--- src/source/socPkg.sv ---
package socPkg;

    // ----------------------------------------
    // AHB-lite bus types
    // ----------------------------------------
    typedef logic [31:0] ahbAddr_t;
    typedef logic [31:0] ahbData_t;
    typedef logic [1:0]  ahbTrans_t;
    typedef logic [2:0]  ahbSize_t;

    localparam ahbTrans_t TRANS_IDLE   = 2'b00;
    localparam ahbTrans_t TRANS_NONSEQ = 2'b10;

    localparam ahbSize_t SIZE_BYTE = 3'd0;
    localparam ahbSize_t SIZE_HALF = 3'd1;
    localparam ahbSize_t SIZE_WORD = 3'd2;

    // Master to slave, ready is the global HREADY
    typedef struct packed {
        logic      sel;
        ahbAddr_t  addr;
        ahbTrans_t trans;
        logic      write;
        ahbSize_t  size;
        ahbData_t  wdata;
        logic      ready;
    } ahbReq_t;

    typedef struct packed {
        ahbData_t rdata;
        logic     readyOut;
    } ahbResp_t;

    // ----------------------------------------
    // Memory map and RAM
    // ----------------------------------------
    // Set selects the buzzer registers, clear the RAM
    localparam int REG_REGION_BIT = 30;

    // Word address bits, 4 KB
    localparam int RAM_ADDR_BITS = 10;

    typedef logic [RAM_ADDR_BITS-1:0] ramAddr_t;
    typedef logic [3:0]               byteEn_t;

    typedef enum logic {
        ramIdle,
        ramWritePending
    } ramPhase_t;

endpackage

--- src/source/ahbDecoder.sv ---
`timescale 1ns/1ps

module ahbDecoder (
    input  logic             clk,
    input  logic             RSTn,
    input  socPkg::ahbReq_t  bus,
    output socPkg::ahbResp_t busResp,
    output socPkg::ahbReq_t  ramReq,
    output socPkg::ahbReq_t  regReq,
    input  socPkg::ahbResp_t ramResp,
    input  socPkg::ahbResp_t regResp
);

    logic regRegion;
    logic ready;
    logic dataRam;
    logic dataReg;

    assign regRegion = bus.addr[socPkg::REG_REGION_BIT];

    // Global HREADY is the muxed response
    assign ready = busResp.readyOut;

    // ----------------------------------------
    // Address phase fan-out
    // ----------------------------------------
    always_comb begin
        ramReq       = bus;
        ramReq.sel   = bus.sel && !regRegion;
        ramReq.ready = ready;
        regReq       = bus;
        regReq.sel   = bus.sel && regRegion;
        regReq.ready = ready;
    end

    // Target of the current data phase, held over a stall
    always_ff @(posedge clk or negedge RSTn) begin
        if (!RSTn) begin
            dataRam <= 1'b0;
            dataReg <= 1'b0;
        end else if (ready) begin
            dataRam <= ramReq.sel && bus.trans == socPkg::TRANS_NONSEQ;
            dataReg <= regReq.sel && bus.trans == socPkg::TRANS_NONSEQ;
        end
    end

    // ----------------------------------------
    // Response mux
    // ----------------------------------------
    always_comb begin
        if (dataRam) begin
            busResp = ramResp;
        end else if (dataReg) begin
            busResp = regResp;
        end else begin
            // No transfer in flight, bus is free
            busResp.rdata    = '0;
            busResp.readyOut = 1'b1;
        end
    end

    // Only the target of the current data phase may stall the bus
    assert property (@(posedge clk) disable iff (!RSTn)
        (dataRam || ramResp.readyOut) && (dataReg || regResp.readyOut));

endmodule

--- config.mk ---
export PLATFORM = sky130hd
export DESIGN_NAME = ahbDecoder
export DESIGN_NICKNAME = d
export VERILOG_FILES = /design/src/source/socPkg.sv /design/src/source/ahbDecoder.sv
export SDC_FILE = /design/constraint.sdc
export NUM_CORES = 1
export LEC_CHECK = 0
export BUFFER_PORTS_ARGS = -buffer_cell sky130_fd_sc_hd__buf_4
export CELL_PAD_IN_SITES_DETAIL_PLACEMENT = 1
export CELL_PAD_IN_SITES_GLOBAL_PLACEMENT = 2
export CORE_UTILIZATION = 10
export DETAILED_ROUTE_END_ITERATION = 10
export GPL_TIMING_DRIVEN = 0
export PLACE_DENSITY = 0.87
export REMOVE_ABC_BUFFERS = 1
export SLEW_MARGIN = 40
export SYNTH_ARGS = -nofsm -noshare
export SYNTH_HDL_FRONTEND = slang
export SYNTH_SLANG_ARGS = --single-unit
--- constraint.sdc ---
create_clock -name clk -period 0.87 [get_ports clk]
set_input_delay 0.0435 -clock clk [delete_from_list [all_inputs] [get_ports clk]]
set_output_delay 0.0435 -clock clk [all_outputs]
set_load 0.005 [all_outputs]
==> flow_summary.json, run 1 <==
{
  "io_buffer_count": 114,
  "net-switching-power_uw": 410.5,
  "synth_top_family_by_area": "buffers and inverters",
  "p_sw_frac": 0.2540,
  "synth_compound_area_frac": 0.1932,
  "ys_types": 18,
  "cts_buffers": 3,
  "fmax_mhz": 710.5,
  "ir_drop_mv": 0.9064,
  "crit_type": "reg -> out",
  "wl_per_cell_um": 42.52,
  "clkPwrFrac": 0.455,
  "power_leakage_uw": 0.0008287,
  "dp_hpwl_um": 13990,
  "clk_latency_ns": 0.23,
  "rows": 45,
  "finalSetupViolCount": 37,
  "post_dp_cell_area_sq_mm": 0.001558,
  "min_period_ns": 1.407,
  "hold_path.class": "in -> out",
  "wl_met3_um": 4586,
  "grt_pass1_wl_um": 19490,
  "grt_pass1_vias": 1453,
  "pwr-share-comb": 0.469,
  "power_frac_seq": 0.076,
  "cts-htree-levels": 1,
  "cp.required_ns": 0.83,
  "yosysSeqAreaShare": 0.03142,
  "grt_start_max_net_pins": 21,
  "synth-simple-area-share": 0.04713,
  "die_h_um": 128.2,
  "area_growth_pct": 11.00,
  "synth_cells": 200,
  "finalCritPeriodShare": 1.618,
  "start_kind": "flop",
  "internal_power_uw": 1206,
  "worst_pin_slew_ns": 0.1965,
  "cts_tree": "done",
  "yosysWarnings": 0,
  "drv_slew": 0,
  "antenna_cells": 0,
  "fillers": 1860,
  "clk_pin_slew_ns": 0.03,
  "crit_arrival_ns": 1.36,
  "initial_utilization": 0.1036,
  "synthAdderAreaFrac": 0,
  "routabilityCongestion": 0.8486,
  "core_area_sq_mm": 0.01537,
  "vias": 1448,
  "grt_overflow": 0,
  "violations": "setup timing",
  "routed_wl_um": 16540,
  "fin_nets": 319,
  "syn_area_sq_mm": 0.001593,
  "wl_met2_um": 7381,
  "drc": 0,
  "utilization": 0.1150,
  "path_max_fanout": 15,
  "end_kind": "primary output",
  "status": "finished, violations left",
  "ios": 317,
  "drive_gt1_frac": 0.7416,
  "stdcell_area_sq_mm": 0.001768,
  "maxSlewHeadroom": 0.8687,
  "antenna_found_initial": 0,
  "wirelength_met1_um": 3881,
  "fin_ws_ns": -0.5375,
  "drt_iter0_markers": 84,
  "gr-usage-all-layers": 0.1919,
  "synth_top_area_cell": "buf_4",
  "drv_cap": 0,
  "top_layer_used": "met5",
  "powerDensity_mw_per_mm2": 914.2,
  "ctsLongestPathBuffers": 2,
  "firstDrtPassIters": 4,
  "synthTopCellsByArea": "buf_4 67%, a22o_1 16%, dfrtp_1 3.1%, buf_6 2.8%, buf_8 2.8%",
  "yosysTopAreaCellShare": 0.6693,
  "synth_seq_cells": 2,
  "syn-mean-instance-area_sq_um": 7.964,
  "routed_via_density": 3.722,
  "setup_tns_ns": -18.06,
  "synth.area.mux_share": 0,
  "cts_sinks": 2,
  "ant_nets": 0,
  "rsz0062_at_grt": "true",
  "die_area_sq_mm": 0.01644,
  "cts_root_buf": "clkbuf_16",
  "hold_viol": 0,
  "synth_xor_area_frac": 0,
  "finClkSkew_ns": 0.005619,
  "dieWidth_um": 128.2
}
sequential cells by signal (all words and copies together), names as in the netlist:
signal   cells
dataRam      1
dataReg      1
through the flow:
stage	worst slack (ns)	hold slack [ns]	cells	total power (uW)
3_5_place_dp	-0.9983	-0.1711	376	798.5
4_1_cts	-0.5563	0.08713	389	1644
2_1_floorplan	-0.6251	-0.2521	51	288.9
5_1_grt	-0.5825	0.08712	389	1694
6_report	-0.5375	0.08705	389	1616
3_3_place_gp	-1.294	-0.1725	376	778.2
placed cells by master (no fill, tap or decap), drive strengths merged:
master,count
nor2b,5
nand2b,1
dlygate4sd3,1
a21boi,1
a22o,30
buf,121
a32o,1
o21ai,3
and2,1
clkbuf,4
o2bb2ai,1
dfrtp,2
inv,1
nand4bb,1
nand2,5
kinds of logic (layout without fill, tap and decap cells):
| group | count (synthesis) | count (layout) |
|---|---|---|
| AO/OA/AOI/OAI | 36 | 36 |
| AND/OR/NAND/NOR | 12 | 13 |
| flip-flops | 2 | 2 |
| buffers and inverters | 150 | 127 |
metal layers:
| metal | vias to the layer above | global-route usage |
|---|---|---|
| met1 | 633 | 0.1271 |
| met4 | 4 | 0.07059 |
| met3 | 29 | 0.2517 |
| met5 | - | 0.05573 |
| li1 | 478 | - |
| met2 | 304 | 0.2983 |
power groups by stage:
stage          sequential, uW  combinational (uW)  clock [uW]
2_1_floorplan             126                 163           0
4_1_cts                   126                 769         750
3_5_place_dp              144                 655           0
5_1_grt                   127                 815         753
3_3_place_gp              140                 638           0
6_report                  123                 757         736
layout make-up:
class | instances | area [sq um] | area share
sequential | 2 | 55.05 | 0.03114
tap | 211 | 264.0 | 0.1493
timing repair buffer | 122 | 962.2 | 0.5442
inverter | 1 | 3.754 | 0.002123
clock buffer | 4 | 78.83 | 0.04459
multi-input combinational | 49 | 404.1 | 0.2286
timing repair:
item / CTS / global route
resized for setup: 6 / 2
hold endpoints to repair: 2 / 0
cloned: 1 / 0
setup buffers: 7 / 0
setup endpoints to repair: 37 / 37
hold buffers: 1 / 0
critical path, stage by stage, from the launching register on:
cell,delay [ns]
dfrtp_4,0.56
nor2b_4,0.15
buf_12,0.15
a22o_1,0.16
buf_4,0.11
path summary, 6_finish.rpt:
kind | start | to | slack (ns) | cells after the start
hold reg to reg | dataReg | dataReg | 0.63 | 1
hold / removal | bus[11] | ramReq[11] | 0.09 | 0
setup reg to reg | dataRam | dataReg | -0.26 | 3
min in group asynchronous | RSTn | dataRam | 0.14 | 2
setup / recovery | dataRam | busResp[13] | -0.54 | 4
max in group asynchronous | RSTn | dataReg | 0.63 | 2
cell usage after synthesis:
master,instances
dfrtp_1,2
nand2b_1,1
buf_8,3
nor2b_1,3
buf_6,4
buf_4,142
nand2_1,5
a32o_1,1
o2bb2ai_1,1
o21ai_0,1
nor2b_4,1
a22o_1,30
and2_1,1
o21ai_2,1
o21ai_1,1
inv_2,1
a21boi_1,1
nand4bb_1,1
(Power assumes the default switching activity.)
==> run 2, diff against run 1 <==
--- a/config.mk
+++ b/config.mk
@@ -8,6 +8,7 @@
 export BUFFER_PORTS_ARGS = -buffer_cell sky130_fd_sc_hd__buf_4
 export CELL_PAD_IN_SITES_DETAIL_PLACEMENT = 1
 export CELL_PAD_IN_SITES_GLOBAL_PLACEMENT = 2
+export CORE_ASPECT_RATIO = 1.5
 export CORE_UTILIZATION = 10
 export DETAILED_ROUTE_END_ITERATION = 10
 export GPL_TIMING_DRIVEN = 0
==> run 2 against run 1 <==
Compared with the run above:
- the run still ends with setup timing left
- sequential power hardly changed
- sequential cell count stayed put
- wire length is 18% higher
- power is 0.39% lower
- global-route usage is 3.9 points higher
- sequential share of layout area hardly changed
- clock-buffer cell count stayed put
- largest power group unchanged
- combinational power hardly changed
- worst hold slack hardly changed
- largest cell class unchanged
- via count is 1.0% higher
- critical endpoint is now busResp[18]
==> flow_summary.json, run 2 (synthesized netlist as in run 1, its figures left out) <==
{
  "rsz0062_at_grt": "true",
  "slowest_stage": "dfrtp_4",
  "crit_cells": 4,
  "cts-htree-levels": 1,
  "slowest_delay_ns": 0.55,
  "status": "finished, violations left",
  "area_growth_pct": 11.94,
  "violations": "setup timing",
  "r2r_cells": 3,
  "routabilityCongestion": 0.8322,
  "drv_slew": 0,
  "internal_power_uw": 1201,
  "path_cells": "nor2b_4 > buf_12 > a22o_1 > buf_4",
  "drc": 0,
  "start_kind": "flop",
  "critPathBufInv": 2,
  "powerDensity_mw_per_mm2": 903.0,
  "initial_utilization": 0.1019,
  "regToRegStartpoint": "dataRam",
  "end_kind": "primary output",
  "ir_drop_mv": 0.9277,
  "vias": 1463,
  "r2r-end": "dataReg",
  "drv_cap": 0,
  "dpl_worst_slack_ns": -0.8964,
  "cts_sinks": 2,
  "power_frac_seq": 0.075,
  "clkPwrFrac": 0.456,
  "finalCritPeriodShare": 1.592,
  "fin_nets": 318,
  "rows": 56,
  "clk_pin_slew_ns": 0.03,
  "min_period_ns": 1.385,
  "ant_nets": 0,
  "maxSlewHeadroom": 0.8069,
  "ios": 317,
  "worst_pin_slew_ns": 0.2890,
  "routed_via_density": 3.723,
  "p_sw_frac": 0.2541,
  "gr-usage-all-layers": 0.2310,
  "place_inst": 368,
  "final_cell_mix": "116 x buf_4, 30 x a22o_1, 5 x nand2_1",
  "die_h_um": 156.6,
  "ctsLongestPathBuffers": 2,
  "grt_overflow": 0,
  "dieWidth_um": 105.0,
  "die_area_sq_mm": 0.01645,
  "pwr-share-comb": 0.469,
  "dp_hpwl_um": 17850,
  "fin_ws_ns": -0.5154,
  "cts_root_buf": "clkbuf_16",
  "wl_per_cell_um": 49.83,
  "fillers": 1882,
  "finClkSkew_ns": 0.002117,
  "finalSetupViolCount": 37,
  "largestRegisters": "dataRam (1), dataReg (1)",
  "hold_viol": 0,
  "fin_cells": 393,
  "crit_end": "busResp[18]",
  "grt_pass1_vias": 1402,
  "antenna_found_initial": 24,
  "crit_arrival_ns": 1.34,
  "drive_gt1_frac": 0.7401,
  "hold-path-cell-count": 0,
  "grt_start_max_net_pins": 21,
  "core_area_sq_mm": 0.01563,
  "power_leakage_uw": 0.0008296,
  "cts_buffers": 3,
  "fmax_mhz": 721.8,
  "crit_type": "reg -> out",
  "crit_start": "dataRam",
  "firstDrtPassIters": 6,
  "hold_path.class": "in -> out",
  "cp.required_ns": 0.83,
  "grt_pass1_wl_um": 22600,
  "clk_latency_ns": 0.23,
  "ff2ff_setup_slack_ns": -0.27,
  "net-switching-power_uw": 409.0,
  "final_common_cell": "buf_4",
  "cts_tree": "done",
  "routed_wl_um": 19590,
  "path_max_fanout": 15,
  "drt_iter0_markers": 71,
  "critical_path.top_delay_family": "flip-flops",
  "io_buffer_count": 114
}
run 2: per-stage QoR:
step           instance area (sq um)  power (uW)  hold slack [ns]  TNS [ns]  utilization
2_1_floorplan                  436.7       288.9          -0.2521    -21.88            -
3_3_place_gp                    1546       781.1          -0.1699    -40.19      0.09898
3_5_place_dp                    1548       795.2          -0.1666    -29.76      0.09906
4_1_cts                         1747        1628          0.08783    -17.91       0.1118
5_1_grt                         1763        1683          0.08719    -18.82       0.1128
6_report                        1783        1610          0.08730    -17.75       0.1141
run 2: power groups by stage:
stage               logic (uW)  clock network, uW  registers, uW
global placement           644                  0            137
global route               809                751            124
detailed placement         654                  0            141
CTS                        761                745            123
floorplan                  163                  0            126
finish                     755                734            121
run 2: cell type report:
type | instances | area [sq um] | share of cell area
multi-input combinational | 49 | 411.6 | 0.2309
sequential | 2 | 55.05 | 0.03088
inverter | 1 | 3.754 | 0.002105
antenna | 13 | 32.53 | 0.01825
clock buffer | 4 | 78.83 | 0.04421
timing repair buffer | 121 | 947.2 | 0.5312
tap | 203 | 254.0 | 0.1425
run 2: timing repair:
item,in CTS,in global routing
endpoints found under the hold margin,2,0
endpoints found under the setup margin,37,37
resized for setup,7,1
gates cloned,1,0
hold buffers,1,0
setup buffers,6,0
run 2: worst min-delay path by stage:
stage             from         end  slack, ns
3_3_place_gp      RSTn     dataReg      -0.17
2_1_floorplan     RSTn     dataRam      -0.25
6_report       bus[49]  ramReq[49]       0.09
3_5_place_dp      RSTn     dataReg      -0.17
5_1_grt        bus[49]  ramReq[49]       0.09
4_1_cts        bus[66]  ramReq[66]       0.09
run 2: per-layer routing:
layer | vias to the layer above | wire length [um] | global-route usage
met1 | 538 | 3457 | 0.1065
met5 | - | 245 | 0.06522
met3 | 51 | 5437 | 0.3190
li1 | 500 | - | -
met2 | 348 | 9264 | 0.3882
met4 | 26 | 1180 | 0.1247
==> run 3, diff against run 2 <==
--- a/config.mk
+++ b/config.mk
@@ -9,7 +9,9 @@
 export CELL_PAD_IN_SITES_DETAIL_PLACEMENT = 1
 export CELL_PAD_IN_SITES_GLOBAL_PLACEMENT = 2
 export CORE_ASPECT_RATIO = 1.5
+export CORE_MARGIN = 2
 export CORE_UTILIZATION = 10
+export CTS_CLUSTER_SIZE = 12
 export DETAILED_ROUTE_END_ITERATION = 10
 export GPL_TIMING_DRIVEN = 0
 export PLACE_DENSITY = 0.87
==> run 3 against run 2 <==
Compared with the run above:
- the flow still finishes with violations (setup timing)
- sequential power is 3% higher
- wire length is 4.6% higher
- maximum frequency is 2.3% lower
- highest routed layer unchanged
==> flow_summary.json, run 3 (synthesized netlist as in run 1, its figures left out) <==
{
  "cts_tree": "done",
  "drive_gt1_frac": 0.7598,
  "ir_drop_mv": 1.205,
  "dieWidth_um": 107.0,
  "power_leakage_uw": 0.0008408,
  "grt_overflow": 0,
  "clk_pin_slew_ns": 0.03,
  "violations": "setup timing",
  "regToRegStartpoint": "dataRam",
  "vias": 1544,
  "grt_pass1_wl_um": 23180,
  "min-delay-start": "bus[52]",
  "io_buffer_count": 114,
  "crit_arrival_ns": 1.37,
  "r2r-end": "dataReg",
  "setup_tns_ns": -18.54,
  "drc": 0,
  "rsz0062_at_grt": "true",
  "initial_utilization": 0.1019,
  "grt_start_max_net_pins": 21,
  "post_dp_cell_area_sq_mm": 0.001548,
  "fillers": 1888,
  "drv_cap": 0,
  "maxSlewHeadroom": 0.8519,
  "hold_ws_ns": 0.08736,
  "finClkSkew_ns": 0.005779,
  "area_growth_pct": 13.35,
  "fmax_mhz": 705.2,
  "ios": 317,
  "fin_nets": 320,
  "largestRegisters": "dataRam (1), dataReg (1)",
  "cts_sinks": 2,
  "ff2ff_setup_slack_ns": -0.37,
  "drt_iter0_markers": 97,
  "finalCritPeriodShare": 1.630,
  "finalSetupViolCount": 37,
  "hold-path-cell-count": 0,
  "routabilityCongestion": 0.7854,
  "multiInputGateArea_sq_um": 437.9,
  "rows": 56,
  "crit_start": "dataRam",
  "core_area_sq_mm": 0.01563,
  "crit_type": "reg -> out",
  "fin_ws_ns": -0.5480,
  "die_area_sq_mm": 0.01697,
  "start_kind": "flop",
  "r2r_cells": 4,
  "dpl_worst_slack_ns": -0.8240,
  "cts_root_buf": "clkbuf_16",
  "hold_viol": 0,
  "drv_slew": 0,
  "clk_latency_ns": 0.22,
  "powerDensity_mw_per_mm2": 884.2,
  "firstDrtPassIters": 4,
  "antenna_found_initial": 24,
  "grt_pass1_vias": 1470,
  "end_kind": "primary output",
  "cts-htree-levels": 1,
  "ctsLongestPathBuffers": 2,
  "status": "finished, violations left",
  "wl_per_cell_um": 51.58,
  "final_cell_mix": "118 x buf_4, 30 x a22o_1, 4 x nand2_1",
  "die_h_um": 158.6,
  "register_area_sq_um": 55.05,
  "final_common_cell": "buf_4",
  "path_max_fanout": 7,
  "min_period_ns": 1.418,
  "ant_nets": 0,
  "hold_path.class": "in -> out",
  "hold_path_end": "ramReq[52]",
  "cts_buffers": 3,
  "routed_wl_um": 20480,
  "cp.required_ns": 0.83,
  "routed_via_density": 3.889,
  "worst_pin_slew_ns": 0.2217,
  "gr-usage-all-layers": 0.2273,
  "stdcell_area_sq_mm": 0.001805
}
run 3: layout make-up:
type	instances	share of cell area
diodes	15	0.02079
clock buffers	4	0.04366
inverters	1	0.002079
multi-input cells	50	0.2426
flip-flops and latches	2	0.03049
well taps	203	0.1407
repair buffers	122	0.5198
run 3: how the worst max path moves through the flow:
stage | to | cells past startpoint
final | regReq[0] | 4
after global routing | regReq[0] | 4
after CTS | busResp[24] | 3
after detailed placement | busResp[14] | 3
after global placement | busResp[11] | 3
after floorplan | busResp[10] | 2
run 3: per-layer routing:
metal,vias up,routed length [um],global-route usage,share of wire
met5,-,194,0.05590,0.0095
met2,350,8831,0.3499,0.43
met3,64,5891,0.3193,0.29
met1,601,3640,0.1074,0.18
li1,507,-,-,-
met4,22,1919,0.1725,0.094
run 3: stage by stage:
stage          total power (uW)     util  std cells
6_report                   1596   0.1156        397
5_1_grt                    1671   0.1144        390
4_1_cts                    1585   0.1107        380
3_5_place_dp              791.2  0.09906        368
3_3_place_gp              777.7  0.09898        368
2_1_floorplan             288.9        -         51
run 3: power breakdown:
| part | total [uW] | internal (uW) | switching, uW |
|---|---|---|---|
| clock network | 710 | 603 | 107 |
| registers | 125 | 102 | 23.5 |
| logic | 761 | 495 | 266 |
| total | 1600 | 1200 | 397 |
run 3: timing repair:
action | 4_1_cts | 5_1_grt
gates resized for setup | 8 | 7
hold buffers | 1 | 0
endpoints found under the hold margin | 2 | 0
setup endpoints to repair | 37 | 37
setup buffers | 5 | 2
pin swaps | 0 | 4
cloned | 2 | 0
run 3: critical path, cell delays in order (launching register included):
cell,delay (ns)
dfrtp_4,0.56
buf_6,0.18
nand2b_4,0.08
a21boi_4,0.20
buf_4,0.14
